**src/hw/pcs_params_pkg.sv**
```systemverilog
package pcs_params_pkg;

        // high error-rate detection over a window of received blocks.
        localparam int HI_BER_VALUE     = 97;
        localparam int XUS_TIMER_WINDOW = 1024;

        // block lock acquisition and hold.
        localparam int LOCK_GOOD_SH     = 64;   // consecutive good headers to gain lock.
        localparam int SLIP_WINDOW      = 64;   // blocks per lock-hold window.
        localparam int SLIP_BAD_SH      = 16;   // bad headers per window that lose lock.

        // counter widths. The window counters carry one spare bit.
        localparam int NB_BER_CNT       = $clog2(XUS_TIMER_WINDOW) + 1;
        localparam int NB_XUS_TIMER     = $clog2(XUS_TIMER_WINDOW) + 1;
        localparam int NB_SH_CNT        = 7;

        // statistics counters seen by software.
        localparam int NB_STAT_BER      = 6;
        localparam int NB_STAT_EVT      = 8;

endpackage

```
**src/hw/pcs_types_pkg.sv**
```systemverilog
package pcs_types_pkg;

        import pcs_params_pkg::*;

        // counters of the error-rate monitor.
        typedef logic [NB_BER_CNT-1:0]   ber_cnt_t;
        typedef logic [NB_XUS_TIMER-1:0] xus_timer_t;

        // counters of the block-lock machine.
        typedef logic [NB_SH_CNT-1:0]    sh_cnt_t;

        // statistics.
        typedef logic [NB_STAT_BER-1:0]  stat_ber_t;    // bad headers seen while locked.
        typedef logic [NB_STAT_EVT-1:0]  stat_evt_t;    // hi_ber assertions.

        typedef enum logic [1:0]
        {
                INIT,
                TEST,
                HI_BER
        } ber_state_e;

        typedef enum logic
        {
                UNLOCKED,
                LOCKED
        } lock_state_e;

endpackage

```
**src/hw/block_lock.sv**
```systemverilog
`timescale 1ns/1ps

module block_lock
        import pcs_params_pkg::*;
        import pcs_types_pkg::*;
(
        input  logic i_clock,
        input  logic i_rst,
        input  logic i_valid,
        input  logic i_valid_sh,
        output logic o_block_lock,
        output logic o_slip
);

        lock_state_e state;
        sh_cnt_t     good_cnt;          // consecutive good headers while hunting.
        sh_cnt_t     win_cnt;           // blocks seen in the current hold window.
        sh_cnt_t     bad_cnt;           // bad headers in the current hold window.
        logic        bad_sh;
        logic        lock_found;
        logic        lock_lost;
        logic        win_end;

        assign bad_sh     = i_valid && !i_valid_sh;
        assign lock_found = i_valid && i_valid_sh &&
                            (good_cnt == sh_cnt_t'(LOCK_GOOD_SH - 1));
        assign lock_lost  = bad_sh && (bad_cnt == sh_cnt_t'(SLIP_BAD_SH - 1));
        assign win_end    = i_valid && (win_cnt == sh_cnt_t'(SLIP_WINDOW - 1));

        always_ff @(posedge i_clock)
        begin
                if (i_rst)
                begin
                        state    <= UNLOCKED;
                        o_slip   <= 1'b0;
                        good_cnt <= '0;
                        win_cnt  <= '0;
                        bad_cnt  <= '0;
                end
                else
                begin
                        o_slip <= 1'b0;
                        case (state)
                                UNLOCKED:
                                begin
                                        if (bad_sh)
                                        begin
                                                // a slip in flight absorbs a
                                                // bad header right behind it.
                                                good_cnt <= '0;
                                                o_slip   <= !o_slip;
                                        end
                                        else if (lock_found)
                                        begin
                                                state    <= LOCKED;
                                                good_cnt <= '0;
                                                win_cnt  <= '0;
                                                bad_cnt  <= '0;
                                        end
                                        else if (i_valid)
                                        begin
                                                good_cnt <= good_cnt + 1'b1;
                                        end
                                end
                                LOCKED:
                                begin
                                        if (lock_lost)
                                        begin
                                                state   <= UNLOCKED;
                                                o_slip  <= 1'b1;
                                                win_cnt <= '0;
                                                bad_cnt <= '0;
                                        end
                                        else if (win_end)
                                        begin
                                                // window closed below the limit.
                                                win_cnt <= '0;
                                                bad_cnt <= '0;
                                        end
                                        else if (i_valid)
                                        begin
                                                win_cnt <= win_cnt + 1'b1;
                                                if (bad_sh)
                                                        bad_cnt <= bad_cnt + 1'b1;
                                        end
                                end
                        endcase
                end
        end

        assign o_block_lock = (state == LOCKED);

        // The slip logic downstream needs a gap between two requests.
        a_slip_single : assert property (@(posedge i_clock) disable iff (i_rst)
                o_slip |=> !o_slip);

        // A slip is only ever decided by a received block.
        a_slip_after_valid : assert property (@(posedge i_clock) disable iff (i_rst)
                o_slip |-> $past(i_valid));

endmodule

```
**src/hw/ber_monitor.sv**
```systemverilog
`timescale 1ns/1ps

module ber_monitor
        import pcs_params_pkg::*;
        import pcs_types_pkg::*;
(
        input  logic i_clock,
        input  logic i_rst,
        input  logic i_valid,
        input  logic i_valid_sh,
        input  logic i_test_mode,       // idle pattern test, freezes the window.
        input  logic i_deskew_done,
        output logic o_hi_ber
);

        ber_state_e state;
        ber_state_e next_state;
        ber_cnt_t   ber_cnt;
        xus_timer_t xus_timer;
        logic       xus_timer_done;
        logic       reset_timer;
        logic       hi_ber;
        logic       hi_ber_next;

        // the machine only advances on received blocks.
        always_ff @(posedge i_clock)
        begin
                if (i_rst || !i_deskew_done)
                        state <= INIT;
                else if (i_valid)
                        state <= next_state;
        end

        always_ff @(posedge i_clock)
        begin
                if (i_rst || !i_deskew_done || xus_timer_done)
                        ber_cnt <= '0;
                else if (i_valid && !i_valid_sh && (ber_cnt != '1))
                        ber_cnt <= ber_cnt + 1'b1;    // saturates during long test runs.
        end

        always_ff @(posedge i_clock)
        begin
                if (i_rst || !i_deskew_done || xus_timer_done || i_test_mode || reset_timer)
                        xus_timer <= '0;
                else if (i_valid)
                        xus_timer <= xus_timer + 1'b1;
        end

        assign xus_timer_done = i_valid &&
                                (xus_timer == xus_timer_t'(XUS_TIMER_WINDOW - 1));

        always_ff @(posedge i_clock)
        begin
                if (i_rst || !i_deskew_done)
                        hi_ber <= 1'b0;
                else
                        hi_ber <= hi_ber_next;
        end

        assign o_hi_ber = hi_ber;

        always_comb
        begin
                next_state  = state;
                reset_timer = 1'b0;
                hi_ber_next = hi_ber;
                case (state)
                        INIT:
                        begin
                                next_state  = TEST;
                                reset_timer = 1'b1;
                        end
                        TEST:
                        begin
                                if (ber_cnt >= ber_cnt_t'(HI_BER_VALUE))
                                        next_state = HI_BER;
                                else if (xus_timer_done)
                                        hi_ber_next = 1'b0;     // a clean window ends.
                        end
                        HI_BER:
                        begin
                                hi_ber_next = 1'b1;
                                if (xus_timer_done)
                                        next_state = INIT;
                        end
                        default:
                        begin
                                next_state = INIT;
                        end
                endcase
        end

        // Losing deskew must drop the flag right away, whatever the state.
        a_deskew_clears : assert property (@(posedge i_clock) disable iff (i_rst)
                !i_deskew_done |=> !o_hi_ber);

endmodule

```
**src/hw/pcs_status.sv**
```systemverilog
`timescale 1ns/1ps

module pcs_status
        import pcs_params_pkg::*;
        import pcs_types_pkg::*;
(
        input  logic      i_clock,
        input  logic      i_rst,
        input  logic      i_valid,
        input  logic      i_valid_sh,
        input  logic      i_deskew_done,
        input  logic      i_block_lock,
        input  logic      i_hi_ber,
        input  logic      i_stat_clear,
        output logic      o_link_up,
        output stat_ber_t o_ber_count,
        output stat_evt_t o_hi_ber_events
);

        logic hi_ber_q;
        logic hi_ber_rise;
        logic ber_count_max;
        logic events_max;

        assign hi_ber_rise   = i_hi_ber && !hi_ber_q;
        assign ber_count_max = (o_ber_count == stat_ber_t'({NB_STAT_BER{1'b1}}));
        assign events_max    = (o_hi_ber_events == stat_evt_t'({NB_STAT_EVT{1'b1}}));

        always_ff @(posedge i_clock)
        begin
                if (i_rst)
                begin
                        o_link_up <= 1'b0;
                        hi_ber_q  <= 1'b0;
                end
                else
                begin
                        o_link_up <= i_block_lock && !i_hi_ber && i_deskew_done;
                        hi_ber_q  <= i_hi_ber;
                end
        end

        // bad headers only count once the block boundary is trusted.
        always_ff @(posedge i_clock)
        begin
                if (i_rst || i_stat_clear)
                        o_ber_count <= '0;
                else if (i_valid && !i_valid_sh && i_block_lock && !ber_count_max)
                        o_ber_count <= o_ber_count + 1'b1;
        end

        always_ff @(posedge i_clock)
        begin
                if (i_rst || i_stat_clear)
                        o_hi_ber_events <= '0;
                else if (hi_ber_rise && !events_max)
                        o_hi_ber_events <= o_hi_ber_events + 1'b1;
        end

        // link-up follows hi_ber by one register, so it is down a cycle later.
        a_hi_ber_drops_link : assert property (@(posedge i_clock) disable iff (i_rst)
                i_hi_ber |=> !o_link_up);

endmodule

```
**src/hw/pcs_rx_monitor.sv**
```systemverilog
`timescale 1ns/1ps

module pcs_rx_monitor
        import pcs_params_pkg::*;
        import pcs_types_pkg::*;
(
        input  logic      i_clock,
        input  logic      i_rst,
        input  logic      i_valid,
        input  logic      i_valid_sh,
        input  logic      i_deskew_done,
        input  logic      i_test_mode,
        input  logic      i_stat_clear,
        output logic      o_slip,
        output logic      o_block_lock,
        output logic      o_hi_ber,
        output logic      o_link_up,
        output stat_ber_t o_ber_count,
        output stat_evt_t o_hi_ber_events
);

        block_lock u_block_lock
        (
                .i_clock      (i_clock),
                .i_rst        (i_rst),
                .i_valid      (i_valid),
                .i_valid_sh   (i_valid_sh),
                .o_block_lock (o_block_lock),
                .o_slip       (o_slip)
        );

        ber_monitor u_ber_monitor
        (
                .i_clock       (i_clock),
                .i_rst         (i_rst),
                .i_valid       (i_valid),
                .i_valid_sh    (i_valid_sh),
                .i_test_mode   (i_test_mode),
                .i_deskew_done (i_deskew_done),
                .o_hi_ber      (o_hi_ber)
        );

        pcs_status u_pcs_status
        (
                .i_clock         (i_clock),
                .i_rst           (i_rst),
                .i_valid         (i_valid),
                .i_valid_sh      (i_valid_sh),
                .i_deskew_done   (i_deskew_done),
                .i_block_lock    (o_block_lock),
                .i_hi_ber        (o_hi_ber),
                .i_stat_clear    (i_stat_clear),
                .o_link_up       (o_link_up),
                .o_ber_count     (o_ber_count),
                .o_hi_ber_events (o_hi_ber_events)
        );

endmodule

```
**config.mk**
```make
export PLATFORM = sky130hd
export DESIGN_NAME = pcs_rx_monitor
export DESIGN_NICKNAME = d
export VERILOG_FILES = /design/src/hw/pcs_params_pkg.sv /design/src/hw/pcs_types_pkg.sv /design/src/hw/block_lock.sv /design/src/hw/ber_monitor.sv /design/src/hw/pcs_status.sv /design/src/hw/pcs_rx_monitor.sv
export SDC_FILE = /design/constraint.sdc
export NUM_CORES = 1
export LEC_CHECK = 0
export ABC_CLOCK_PERIOD_IN_PS = 3300
export BUFFER_PORTS_ARGS = -buffer_cell sky130_fd_sc_hd__buf_2
export CELL_PAD_IN_SITES_DETAIL_PLACEMENT = 1
export CELL_PAD_IN_SITES_GLOBAL_PLACEMENT = 2
export CORE_ASPECT_RATIO = 1.2
export CORE_UTILIZATION = 25
export DETAILED_ROUTE_END_ITERATION = 7
export HOLD_SLACK_MARGIN = 0.12
export PLACE_DENSITY_LB_ADDON = 0.08
export SYNTH_ARGS = -nofsm -noshare
export SYNTH_HDL_FRONTEND = slang
export SYNTH_HIERARCHICAL = 1
export SYNTH_SLANG_ARGS = --single-unit
```
**constraint.sdc**
```tcl
create_clock -name i_clock -period 3.3 [get_ports i_clock]
set_input_delay 0.66 -clock i_clock [delete_from_list [all_inputs] [get_ports i_clock]]
set_output_delay 0.66 -clock i_clock [all_outputs]
set_load 0.02 [all_outputs]
```
==> summary.txt <==
Cells and area
  • Layout cells sized above 1: 0.133
  • Cell Count, Final, Fillers Out: 570
  • Fill cells: 1,499
  • Fin nets: 416
  • ANT cells: 0
  • Util after Layout: 0.304
  • Area grow syn2layout: 18.7%

Clocking
  • Clock H-tree levels: 3
  • Post-CTS Setup Bufs: 0
  • Clock transition at path regs: 50 ps
  • CTS tree: done
  • Post-CTS Resized: 0
  • Clock buffer depth: 2
  • Number of CTS-inserted buffers: 9
  • Root Driver: clkbuf_16
  • Hold Buf Count CTS: 0
  • CTS sink cnt: 64
  • Skew-Pair Late Insertion Delay: 330 ps

Floorplan
  • Placement Rows: 45
  • IO Pins: 25
  • Die area: 13,400 µm²
  • Core footprint: 12,600 µm²
  • Chip Height: 127 µm
  • Die width: 106 µm
  • Initial Util: 0.256

Synth
  • Post-Syn Instances: 370
  • Post-Synth Adder-Cell Area: 0.0309
  • Post-synth top area cell: dfxtp_1
  • Largest cells by area after synthesis: dfxtp_1 40%, nor2_1 4.5%, nand2_1 4.2%, ha_1 3.1%, xnor2_1 2.4%
  • Syn nets: 385
  • Largest family of logic cells by synthesized area: simple AND/OR/NAND/NOR gates
  • Synthesized area: 3230 µm²
  • Avg Inst Size Synth: 8.74 µm²
  • Top-count cell post-synth: dfxtp_1
  • Post-synthesis simple-gate area fraction: 0.327
  • Synth Area in Compound Gates: 0.156
  • Register area share after synthesis: 0.396
  • Synth top area share: 0.396
  • Synth Area in XOR/XNOR: 0.0487
  • Yosys warns: 6
  • Most frequent cells after synthesis: 64 x dfxtp_1, 39 x nor2_1, 36 x nand2_1
  • Number of synthesized register bits: 64
  • Synth async-reset ratio: 0
  • Predominant post-synthesis flop cell: dfxtp_1
  • Post-synthesis mux area share: 0.0186
  • EDFF count, synth: 0
  • Post-synth cell types: 67

Setup path
  • CP startpoint kind: flop
  • Crit path required time: 2640 ps
  • Slowest CP cell: dfxtp_1
  • Cells along the critical path: buf_4 -> buf_2
  • CP max stage delay: 520 ps
  • WP data arrival: 1290 ps
  • Kind of critical path: flop to output pin
  • CP max FO: 9
  • Crit path capture type: output pin

Power
  • Sw power: 0.399 mW
  • Total power: 1.77 mW
  • Leak Pwr: 1.36 nW
  • VDD IR max: 0.000215 V
  • Seq pwr share: 0.440
  • Clk network pwr share: 0.525
  • Power Internal: 1.37 mW
  • Power Dens Cells: 462 nW/µm²
  • Sw Ratio: 0.225
  • Combinational Power Share: 0.035

Outcome
  • Failing checks: DRC
  • Status: complete, but fails checks

Drt
  • Remaining DRCs: 2
  • Routed wire per std cell: 15.0 µm
  • Initial DRT Pass Iterations: 6
  • Iter 0 DRT Violations: 70
  • Via density: 5.06
  • Via Count: 2,886
  • Detail Route Antenna Nets: 0
  • Detailed Route WL: 8530 µm

STA
  • Finish-stage setup viols: 0
  • Crit path time final: 1950 ps
  • Final Max Tran Viols: 0
  • Slew @ Worst Pin: 837 ps
  • Final TNS setup: 0 ps
  • Slew HR: 0.440
  • Layout Skew: 5.79 ps
  • Final-report hold violation count: 0
  • Final period util: 0.592
  • Unrepaired setup endpoints after global routing: no
  • Max Clock Freq: 512 MHz

GRT
  • Total GRT Usage: 0.139
  • Largest net degree at the start of global routing: 15
  • Initial antenna violation count: 0
  • First-pass GRT wire length: 14,600 µm
  • Number of global-route vias before repair: 2,974
  • Gr ovfl total: 0

Min path
  • Hold crit path type: flop to flop

Placed design
  • DP Cell Count: 554
  • GP Congestion: 0.710
  • IO Port Bufs: 24
  • Hpwl dp: 6340 µm

Run
  • Max-Cap Viols: 0
placed cells by master (no fill, tap or decap), types with 7 or more instances in the layout:
cell,instances
xnor2_1,9
buf_2,24
a21oi_1,15
clkbuf_16,9
or3_1,7
xor2_1,9
o21ai_0,14
nor3_1,11
nor2_1,39
nand3_1,15
nand2_1,36
nand4_1,12
inv_1,11
a211oi_1,9
dfxtp_1,64
ha_1,8
and3_1,7
worst paths after layout:
check                              start                          end  slack (ps)  cells after the start
min          u_ber_monitor/xus_timer[10]  u_ber_monitor/xus_timer[10]         440                      2
max reg2reg      u_block_lock/win_cnt[0]      u_block_lock/bad_cnt[6]        1390                      6
max            u_block_lock/o_block_lock                 o_block_lock        1350                      2
min reg2reg  u_ber_monitor/xus_timer[10]  u_ber_monitor/xus_timer[10]         440                      2
worst max-delay path, delay by kind of cell (launching register included):
kind	cells	cell delay, ps
DFF	1	520
buffers and inverters	2	440
registers in the layout (all words and copies together) (netlist names):
name	count
u_block_lock/bad_cnt	7
u_pcs_status/o_ber_count	6
u_ber_monitor/xus_timer	11
u_ber_monitor/ber_cnt	11
u_block_lock/win_cnt	7
u_ber_monitor/state	2
u_ber_monitor/o_hi_ber	1
u_pcs_status/o_hi_ber_events	8
u_pcs_status/hi_ber_q	1
u_block_lock/good_cnt	7
u_pcs_status/o_link_up	1
u_block_lock/o_block_lock	1
u_block_lock/o_slip	1
cell type report:
| class | instances | area, µm² | area share |
|---|---|---|---|
| clock buffer | 9 | 225 | 0.0587 |
| inverter | 11 | 41.3 | 0.0108 |
| tap | 164 | 205 | 0.0535 |
| sequential | 64 | 1280 | 0.334 |
| multi-input combinational | 288 | 1880 | 0.490 |
| clock inverter | 7 | 62.6 | 0.0163 |
| timing repair buffer | 27 | 143 | 0.0372 |
power groups by stage:
stage,combinational [mW],sequential [mW],clock (mW)
CTS,0.0637,0.780,0.968
floorplan,0.0361,0.797,0
finish,0.0615,0.780,0.930
global placement,0.0630,0.797,0
detailed placement,0.0634,0.797,0
global route,0.0698,0.780,1.00
layer usage:
metal / track usage / vias up / part of all wire
li1: - / 1437 / -
met5: 0 / - / 0
met1: 0.162 / 1404 / 0.46
met2: 0.241 / 33 / 0.49
met4: 0.0678 / 0 / 0.023
met3: 0.0298 / 12 / 0.025
logic make-up after synthesis:
family,count (synthesis)
flops,64
buf+inv,18
simple gates,183
compound gates,73
fa+ha+maj,8
xor+xnor,18
mux,6
per-stage QoR:
step	worst slack (ps)	hold WS, ps	cell area (µm²)
finish	1350	437	3840
global route	1160	462	3840
CTS	1300	438	3840
detailed placement	978	425	3550
global placement	989	418	3550
floorplan	1510	407	3230
(Power assumes the default switching activity.)
